<file path="config.mk">
export PLATFORM = sky130hd
export DESIGN_NAME = u712Top
export DESIGN_NICKNAME = d
export VERILOG_FILES = /design/src/hw/u712Pkg.sv /design/src/hw/cpuBusFront.sv /design/src/hw/regCycleSm.sv /design/src/hw/chipRamSm.sv /design/src/hw/busResponse.sv /design/src/hw/u712Top.sv
export VERILOG_INCLUDE_DIRS = /design/src /design/src/hw
export SDC_FILE = /design/constraint.sdc
export NUM_CORES = 1
export LEC_CHECK = 0
export BUFFER_PORTS_ARGS = -buffer_cell sky130_fd_sc_hd__buf_2
export CORE_MARGIN = 1
export CORE_UTILIZATION = 29
export DETAILED_ROUTE_END_ITERATION = 8
export PLACE_DENSITY = 0.46
export SYNTH_ARGS = -nofsm -noshare
export SYNTH_HDL_FRONTEND = slang
export SYNTH_SLANG_ARGS = --single-unit
</file>
<file path="constraint.sdc">
create_clock -name CLK80 -period 1.63 [get_ports CLK80]
set_clock_uncertainty 0.05 [all_clocks]
set_input_delay 0.0815 -clock CLK80 [delete_from_list [all_inputs] [get_ports CLK80]]
set_output_delay 0.0815 -clock CLK80 [all_outputs]
set_load 0.01 [all_outputs]
</file>
<file path="src/hw/u712_defines.svh">
`ifndef U712_DEFINES_SVH
`define U712_DEFINES_SVH

// CPU address bits seen by the bridge, A[20:0]
`define ADDR_W 21

// Multiplexed chip memory address width
`define CMA_W 11

// Data strobe window of a register cycle, in CLK80 cycles
`define REG_STROBE_CYCLES 6

// Chip RAM strobe timing, in CLK80 cycles
`define RAS_TO_CAS 2
`define CAS_CYCLES 3

// Idle time after RAS and CAS return high
`define PRECHARGE 2

`endif

</file>
<file path="src/hw/u712Pkg.sv">
`default_nettype none
`include "u712_defines.svh"

package u712Pkg;

    // Address space of the current CPU transfer
    typedef enum logic [1:0] {
        IDLE     = 2'd0,
        REGCYC   = 2'd1,
        RAMCYC   = 2'd2,
        UNMAPPED = 2'd3
    } cycleKind_t;

    // 68040 SIZ pins, lines run as longwords
    typedef enum logic [1:0] {
        LONG = 2'b00,
        BYTE = 2'b01,
        WORD = 2'b10,
        LINE = 2'b11
    } xferSize_t;

    // Chipset register cycle
    typedef enum logic [2:0] {
        REG_IDLE,
        REG_PHASEWAIT,
        REG_ADDR,
        REG_STROBE,
        REG_DONE
    } regState_t;

    // Chip RAM cycle
    typedef enum logic [2:0] {
        RAM_IDLE,
        RAM_BUSWAIT,
        RAM_ROW,
        RAM_COL,
        RAM_PRECHG
    } ramState_t;

    // Transfer record captured at TSn
    typedef struct packed {
        cycleKind_t         kind;
        logic               write;
        xferSize_t          size;
        logic [`ADDR_W-1:0] addr;
        logic [3:0]         lanes;  // Bit 0 is UUBE
    } cpuReq_t;

    // End-of-cycle pulses from both machines
    typedef struct packed {
        logic regDone;
        logic ramDone;
    } cycleDone_t;

endpackage

`default_nettype wire

</file>
<file path="src/hw/cpuBusFront.sv">
`timescale 1ns/1ps
`default_nettype none
`include "u712_defines.svh"

module cpuBusFront
    import u712Pkg::*;
(
    input  logic               CLK80,
    input  logic               RESETn,
    input  logic               TSn,
    input  logic               RnW,
    input  logic               REGSPACEn,
    input  logic               RAMSPACEn,
    input  logic               DBRn,
    input  logic [1:0]         SIZ,
    input  logic [`ADDR_W-1:0] A,
    output cpuReq_t            req,
    output logic               reqStart,
    output logic               dbrSync
);

    logic [1:0] dbrPipe;
    logic [3:0] laneMask;
    cycleKind_t kindNext;

    //////////////////////////////////////////////////////////////////////
    // Transfer decode
    //////////////////////////////////////////////////////////////////////

    // Lane 0 is the most significant byte
    always_comb begin
        unique case (xferSize_t'(SIZ))
            BYTE:    laneMask = 4'b0001 << A[1:0];
            // Upper or lower word by A1
            WORD:    laneMask = A[1] ? 4'b1100 : 4'b0011;
            // Long and line both take all lanes
            default: laneMask = 4'b1111;
        endcase
    end

    // Register space wins if both selects are low
    always_comb begin
        if (!REGSPACEn) begin
            kindNext = REGCYC;
        end else if (!RAMSPACEn) begin
            kindNext = RAMCYC;
        end else begin
            kindNext = UNMAPPED;
        end
    end

    // Start pulse, one cycle after TSn is seen
    always_ff @(posedge CLK80) begin
        if (!RESETn) begin
            reqStart <= 1'b0;
        end else begin
            reqStart <= !TSn;
        end
    end

    // Attributes held until the next start
    always_ff @(posedge CLK80) begin
        if (!TSn) begin
            req.kind  <= kindNext;
            req.write <= !RnW;
            req.size  <= xferSize_t'(SIZ);
            req.addr  <= A;
            req.lanes <= laneMask;
        end
    end

    //////////////////////////////////////////////////////////////////////
    // DBRn synchronizer
    //////////////////////////////////////////////////////////////////////

    // Shared by every consumer of the bus request
    always_ff @(posedge CLK80) begin
        if (!RESETn) begin
            dbrPipe <= 2'b11;
        end else begin
            dbrPipe <= {dbrPipe[0], DBRn};
        end
    end

    assign dbrSync = dbrPipe[1];

endmodule

`default_nettype wire

</file>
<file path="src/hw/regCycleSm.sv">
`timescale 1ns/1ps
`default_nettype none
`include "u712_defines.svh"

module regCycleSm
    import u712Pkg::*;
(
    input  logic    CLK80,
    input  logic    RESETn,
    input  logic    C1,
    input  logic    C3,
    input  cpuReq_t req,
    input  logic    reqStart,
    output logic    ASn,
    output logic    REGENn,
    output logic    dsEnable,
    output logic    regDone
);

    localparam int STB_W = $clog2(`REG_STROBE_CYCLES + 1);

    regState_t        state;
    logic [STB_W-1:0] stbCnt;

    //////////////////////////////////////////////////////////////////////
    // 68000-style register cycle
    //////////////////////////////////////////////////////////////////////

    always_ff @(posedge CLK80) begin
        if (!RESETn) begin
            state    <= REG_IDLE;
            ASn      <= 1'b1;
            REGENn   <= 1'b1;
            dsEnable <= 1'b0;
            regDone  <= 1'b0;
            stbCnt   <= '0;
        end else begin
            // Done is a single-cycle pulse
            regDone <= 1'b0;
            unique case (state)
                REG_IDLE: begin
                    if (reqStart && req.kind == REGCYC) begin
                        state <= REG_PHASEWAIT;
                    end
                end
                // Line up with the chipset phase, C1 high and C3 low
                REG_PHASEWAIT: begin
                    if (C1 && !C3) begin
                        state  <= REG_ADDR;
                        ASn    <= 1'b0;
                        REGENn <= 1'b0;
                    end
                end
                // Address setup before the data strobes
                REG_ADDR: begin
                    state    <= REG_STROBE;
                    dsEnable <= 1'b1;
                    stbCnt   <= '0;
                end
                REG_STROBE: begin
                    if (stbCnt == STB_W'(`REG_STROBE_CYCLES - 1)) begin
                        // All strobes release on the same edge
                        state    <= REG_DONE;
                        ASn      <= 1'b1;
                        REGENn   <= 1'b1;
                        dsEnable <= 1'b0;
                        regDone  <= 1'b1;
                    end else begin
                        stbCnt <= stbCnt + 1'b1;
                    end
                end
                // Recovery cycle while done is out
                REG_DONE: begin
                    state <= REG_IDLE;
                end
                default: begin
                    state <= REG_IDLE;
                end
            endcase
        end
    end

endmodule

`default_nettype wire

</file>
<file path="src/hw/chipRamSm.sv">
`timescale 1ns/1ps
`default_nettype none
`include "u712_defines.svh"

module chipRamSm
    import u712Pkg::*;
(
    input  logic              CLK80,
    input  logic              RESETn,
    input  cpuReq_t           req,
    input  logic              reqStart,
    input  logic              dbrSync,
    output logic              RASn,
    output logic              CASn,
    output logic              WEn,
    output logic              BANK1,
    output logic              BANK0,
    output logic [`CMA_W-1:0] CMA,
    output logic              ramDone
);

    // One counter covers every delay of the cycle
    localparam int DLY_W = $clog2(`RAS_TO_CAS + `CAS_CYCLES + `PRECHARGE + 1);

    ramState_t        state;
    logic [DLY_W-1:0] dly;
    logic             pending;
    logic             ramStart;

    assign ramStart = reqStart && (req.kind == RAMCYC);

    //////////////////////////////////////////////////////////////////////
    // Chip RAM row/column cycle
    //////////////////////////////////////////////////////////////////////

    always_ff @(posedge CLK80) begin
        if (!RESETn) begin
            state   <= RAM_IDLE;
            RASn    <= 1'b1;
            CASn    <= 1'b1;
            WEn     <= 1'b1;
            BANK1   <= 1'b0;
            BANK0   <= 1'b0;
            CMA     <= '0;
            ramDone <= 1'b0;
            dly     <= '0;
            pending <= 1'b0;
        end else begin
            ramDone <= 1'b0;
            unique case (state)
                RAM_IDLE: begin
                    if (ramStart) begin
                        state <= RAM_BUSWAIT;
                    end
                end
                // Chipset owns the bus while DBRn is low
                RAM_BUSWAIT: begin
                    if (dbrSync) begin
                        state <= RAM_ROW;
                        RASn  <= 1'b0;
                        CMA   <= req.addr[20:10];
                        BANK1 <= req.addr[9];
                        BANK0 <= req.addr[8];
                        dly   <= '0;
                    end
                end
                RAM_ROW: begin
                    if (dly == DLY_W'(`RAS_TO_CAS - 1)) begin
                        // Column form, A[9:2] with bit 10 set
                        state <= RAM_COL;
                        CASn  <= 1'b0;
                        WEn   <= !req.write;
                        CMA   <= {1'b1, 2'b00, req.addr[9:2]};
                        dly   <= '0;
                    end else begin
                        dly <= dly + 1'b1;
                    end
                end
                RAM_COL: begin
                    if (dly == DLY_W'(`CAS_CYCLES - 1)) begin
                        state   <= RAM_PRECHG;
                        RASn    <= 1'b1;
                        CASn    <= 1'b1;
                        WEn     <= 1'b1;
                        ramDone <= 1'b1;
                        dly     <= '0;
                    end else begin
                        dly <= dly + 1'b1;
                    end
                end
                // Keep a start that lands during precharge
                RAM_PRECHG: begin
                    if (ramStart) begin
                        pending <= 1'b1;
                    end
                    if (dly == DLY_W'(`PRECHARGE - 1)) begin
                        state   <= (pending || ramStart) ? RAM_BUSWAIT : RAM_IDLE;
                        pending <= 1'b0;
                    end else begin
                        dly <= dly + 1'b1;
                    end
                end
                default: begin
                    state <= RAM_IDLE;
                end
            endcase
        end
    end

endmodule

`default_nettype wire

</file>
<file path="src/hw/busResponse.sv">
`timescale 1ns/1ps
`default_nettype none

module busResponse
    import u712Pkg::*;
(
    input  logic       CLK80,
    input  logic       RESETn,
    input  cpuReq_t    req,
    input  logic       reqStart,
    input  logic       dsEnable,
    input  cycleDone_t done,
    output logic       UUBEn,
    output logic       UMBEn,
    output logic       LMBEn,
    output logic       LLBEn,
    output logic       UDSn,
    output logic       LDSn,
    output logic       TACKn
);

    logic       cycleOpen;
    logic       cycleMapped;
    logic [3:0] laneHold;
    logic       unmapDone;
    logic       anyDone;
    logic [3:0] laneActive;

    //////////////////////////////////////////////////////////////////////
    // Byte enables and data strobes
    //////////////////////////////////////////////////////////////////////

    // Lanes only while a mapped cycle is open
    assign laneActive = laneHold & {4{cycleOpen && cycleMapped}};

    assign UUBEn = !laneActive[0];
    assign UMBEn = !laneActive[1];
    assign LMBEn = !laneActive[2];
    assign LLBEn = !laneActive[3];

    // Upper strobe on even lanes, lower on odd
    assign UDSn = !(dsEnable && (laneHold[0] || laneHold[2]));
    assign LDSn = !(dsEnable && (laneHold[1] || laneHold[3]));

    //////////////////////////////////////////////////////////////////////
    // Termination
    //////////////////////////////////////////////////////////////////////

    assign anyDone = done.regDone || done.ramDone || unmapDone;

    always_ff @(posedge CLK80) begin
        if (!RESETn) begin
            cycleOpen <= 1'b0;
            unmapDone <= 1'b0;
            TACKn     <= 1'b1;
        end else begin
            // Unmapped space ends on its own
            unmapDone <= reqStart && (req.kind == UNMAPPED);
            TACKn     <= !anyDone;
            if (reqStart) begin
                cycleOpen <= 1'b1;
            end else if (anyDone) begin
                cycleOpen <= 1'b0;
            end
        end
    end

    // Lanes captured once per transfer
    always_ff @(posedge CLK80) begin
        if (reqStart) begin
            laneHold    <= req.lanes;
            cycleMapped <= (req.kind == REGCYC) || (req.kind == RAMCYC);
        end
    end

endmodule

`default_nettype wire

</file>
<file path="src/hw/u712Top.sv">
`timescale 1ns/1ps
`default_nettype none
`include "u712_defines.svh"

module u712Top
    import u712Pkg::*;
(
    input  logic               CLK80,
    input  logic               RESETn,
    input  logic               C1,
    input  logic               C3,
    input  logic               TSn,
    input  logic               RnW,
    input  logic               REGSPACEn,
    input  logic               RAMSPACEn,
    input  logic               DBRn,
    input  logic [1:0]         SIZ,
    input  logic [`ADDR_W-1:0] A,
    output logic               ASn,
    output logic               REGENn,
    output logic               UDSn,
    output logic               LDSn,
    output logic               RASn,
    output logic               CASn,
    output logic               WEn,
    output logic               BANK1,
    output logic               BANK0,
    output logic [`CMA_W-1:0]  CMA,
    output logic               UUBEn,
    output logic               UMBEn,
    output logic               LMBEn,
    output logic               LLBEn,
    output logic               TACKn
);

    cpuReq_t         req;
    logic            reqStart;
    logic            dbrSync;
    logic            dsEnable;
    wire cycleDone_t done;

    //////////////////////////////////////////////////////////////////////
    // CPU side decode
    //////////////////////////////////////////////////////////////////////

    cpuBusFront cpuBusFront (
        .CLK80     (CLK80),
        .RESETn    (RESETn),
        .TSn       (TSn),
        .RnW       (RnW),
        .REGSPACEn (REGSPACEn),
        .RAMSPACEn (RAMSPACEn),
        .DBRn      (DBRn),
        .SIZ       (SIZ),
        .A         (A),
        .req       (req),
        .reqStart  (reqStart),
        .dbrSync   (dbrSync)
    );

    //////////////////////////////////////////////////////////////////////
    // Cycle engines
    //////////////////////////////////////////////////////////////////////

    regCycleSm regCycleSm (
        .CLK80    (CLK80),
        .RESETn   (RESETn),
        .C1       (C1),
        .C3       (C3),
        .req      (req),
        .reqStart (reqStart),
        .ASn      (ASn),
        .REGENn   (REGENn),
        .dsEnable (dsEnable),
        .regDone  (done.regDone)
    );

    chipRamSm chipRamSm (
        .CLK80    (CLK80),
        .RESETn   (RESETn),
        .req      (req),
        .reqStart (reqStart),
        .dbrSync  (dbrSync),
        .RASn     (RASn),
        .CASn     (CASn),
        .WEn      (WEn),
        .BANK1    (BANK1),
        .BANK0    (BANK0),
        .CMA      (CMA),
        .ramDone  (done.ramDone)
    );

    //////////////////////////////////////////////////////////////////////
    // Lanes, strobes and TACKn
    //////////////////////////////////////////////////////////////////////

    busResponse busResponse (
        .CLK80    (CLK80),
        .RESETn   (RESETn),
        .req      (req),
        .reqStart (reqStart),
        .dsEnable (dsEnable),
        .done     (done),
        .UUBEn    (UUBEn),
        .UMBEn    (UMBEn),
        .LMBEn    (LMBEn),
        .LLBEn    (LLBEn),
        .UDSn     (UDSn),
        .LDSn     (LDSn),
        .TACKn    (TACKn)
    );

endmodule

`default_nettype wire

</file>
==> results by group <==
Run status
  • Run status: finished clean

Final layout
  • Synth-to-Final Area Change: 35.2%
  • Most common cell after layout, fill and taps aside: buf_2
  • Nets: 382
  • Commonest cells after routing, fill and taps aside: buf_2, dfxtp_1, edfxtp_1
  • Diode count: 0
  • Core Util, Final: 40.1%
  • Share of layout cells above drive strength 1: 30.4%

Logic synthesis
  • Post-Syn Nets: 290
  • Share of flip-flops with an asynchronous set or reset: 0%
  • Synth top area cells: edfxtp_1, dfxtp_1, ha_1, mux2i_1, a211oi_2
  • Sequential share of the synthesized area: 59.2%
  • Post-synth EDFFs: 31
  • Mapped Cells: 248
  • Prevailing post-synth register cell: dfxtp_1
  • Yosys reg bits: 70
  • Mapped Area: 2890 um2
  • Synth warn: 0
  • Synthesized area per cell: 11.6 um2
  • Post-synthesis cell type count: 47
  • Share of the synthesized area in the top cell type: 32.2%
  • Biggest area consumer among synthesized cells: edfxtp_1

Drt
  • Initial DRC Count: 37
  • Total wire length: 5.94 mm
  • TritonRoute pass-1 iters: 4
  • # DRC: 0
  • Avg WL per Cell: 12.4 um
  • Vias per cell: 4.38
  • Via count: 2093
  • Post-DRT Antenna Nets: 0

Global route
  • Largest net degree at the start of global routing: 22
  • Initial antenna violation count: 0
  • Vias in the first global route: 1981
  • Grt total ovfl: 0
  • Gr usage total: 12.2%
  • First-pass GRT wire length: 9.34 mm

Timing
  • Hold Fails Final Rpt: 0
  • Fmax: 622 MHz
  • Worst Hold Slack: 0.0181 ns
  • Tmin final: 1.61 ns
  • Setup ws final: 0.0235 ns
  • Final setup fails: 0
  • Slew margin rel.: 66.3%
  • RSZ-0062 raised after global routing: true
  • Fin crit share: 98.6%
  • Worst-margin pin slew: 0.506 ns
  • Pins Over Slew Limit: 0

Setup path
  • Worst Path Arrival: 1.79 ns
  • Setup crit start kind: flop
  • CP Class: flop to flop
  • Max FO, Critical Path: 5
  • Worst Path Required: 1.81 ns
  • Endpoint class of the critical path: flop

Job
  • Max cap viols: 0

Floorplanning
  • Die area: 10400 um2
  • Initial core utilization: 29.7%
  • Core box area: 9730 um2
  • Die H: 102 um
  • Die width: 102 um
  • Site Rows: 36
  • I/O pin count: 57

Pwr
  • Switch share: 27.3%
  • Clock power frac: 35.0%
  • Maximum VDD drop: 0.441 mV
  • Power per cell area: 1250 nW/um2
  • P_sw: 1.33 mW
  • Leakage dissipation: 1.55 nW
  • Int Pwr: 3.56 mW
  • Logic pwr share: 20.7%
  • Sequential group share of total power: 44.3%

Placed design
  • Final Wtd Congestion: 0.800
  • HPWL Detailed: 3.95 mm
  • IO Port Bufs: 56
  • Dpl ws: -0.0117 ns

Clocking
  • Sink Count: 70
  • CTS Buffer Depth: 2
  • Clk_lat worst skew: 0.34 ns
  • Root buf cell: clkbuf_8
  • Clock-pin slew on the worst setup and hold paths: 0.08 ns
  • Number of buffers created by CTS: 9
  • Htree depth: 3
  • TritonCTS clock tree: yes

Min path
  • Hold Path Class: input pin to flop
## through the flow
stage	power [mW]	cell area (um2)	TNS (ns)	instances
final	4.89	3910	0	478
after global routing	5.15	3910	-0.0199	478
after CTS	4.94	3890	0	478
after detailed placement	3.16	3400	-0.0117	438
after global placement	3.15	3400	0	438
after floorplan	2.81	2890	0	248
## synth_stat cells (3+ instances only)
cell,count
nor2b_1,4
buf_2,3
o21ai_0,8
nand2b_1,7
nand2_1,13
a21oi_1,14
o21bai_1,4
mux2i_1,12
edfxtp_1,31
buf_4,5
ha_1,10
inv_1,14
nor2_1,23
nor3_1,3
dfxtp_1,39
nand3_1,8
nand3b_1,7
a211oi_2,8
## state kept, by name, summed over array words and instances, names as in the netlist, 2 cells and up
register and cells:
chipRamSm.dly 3, chipRamSm.state 3, regCycleSm.state 3, regCycleSm.stbCnt 3, cpuBusFront.req 26, busResponse.laneHold 4
chipRamSm.CMA 11, cpuBusFront.dbrPipe 2
## power groups by stage
stage / registers [mW] / clock network, mW / logic [mW]
floorplan: 2.20 / 0 / 0.618
global placement: 2.20 / 0 / 0.949
detailed placement: 2.20 / 0 / 0.954
CTS: 2.17 / 1.77 / 1.00
global route: 2.19 / 1.84 / 1.12
finish: 2.17 / 1.71 / 1.01
## kinds of logic (layout without fill, tap and decap cells)
family / count (synthesis) / count (layout) / share of synthesized area, %
and+or+nand+nor: 81 / 81 / 15.2
DFF: 70 / 70 / 59.2
xor gates and xnor gates: 1 / 1 / 0.303
AOI/OAI and AO/OA: 49 / 49 / 12.7
buffers and inverters: 25 / 122 / 4.03
muxes: 12 / 12 / 4.16
adders and majority gates: 10 / 10 / 4.33
## worst max-delay path: stages (launching register included)
cell	delay (ns)
dfxtp_1	0.33
inv_1	0.08
ha_2	0.22
and2b_2	0.22
o22ai_4	0.10
a21boi_2	0.19
a311o_1	0.31
## path summary, 6_finish.rpt
kind	to	start	cells past startpoint	slack [ns]
setup / recovery	chipRamSm.dly[2]$_SDFFE_PN0P_	chipRamSm.dly[1]$_SDFFE_PN0P_	6	0.02
hold / removal	cpuBusFront.req[0]$_DFFE_PN_	A[1]	2	0.02
setup reg to reg	chipRamSm.dly[2]$_SDFFE_PN0P_	chipRamSm.dly[1]$_SDFFE_PN0P_	6	0.02
hold reg to reg	busResponse.laneHold[0]$_DFFE_PP_	cpuBusFront.req[0]$_DFFE_PN_	0	0.37
## routing by layer
metal,vias up,GRT usage (%),routed length (um)
li1,1066,-,-
met1,979,14.8,2720
met2,39,19.5,2900
met3,9,3.28,204
met4,0,6.92,110
met5,-,0,0
## layout make-up
cell class              instances  area, um2
inverters                      14       52.6
repair buffers                 92        648
multi-input cells             153       1080
fillers                       974       5820
well taps                     133        166
clock buffers                   9        124
clock inverters                 7        121
flip-flops and latches         70       1710
## repair_timing
action | in CTS | in global routing
gates resized for setup | 2 | 4
hold endpoints to repair | 24 | 0
hold buffers | 24 | 0
setup endpoints to repair | 2 | 7
pin swaps | 0 | 1
buffers inserted | 0 | 0
(Power assumes the default switching activity.)
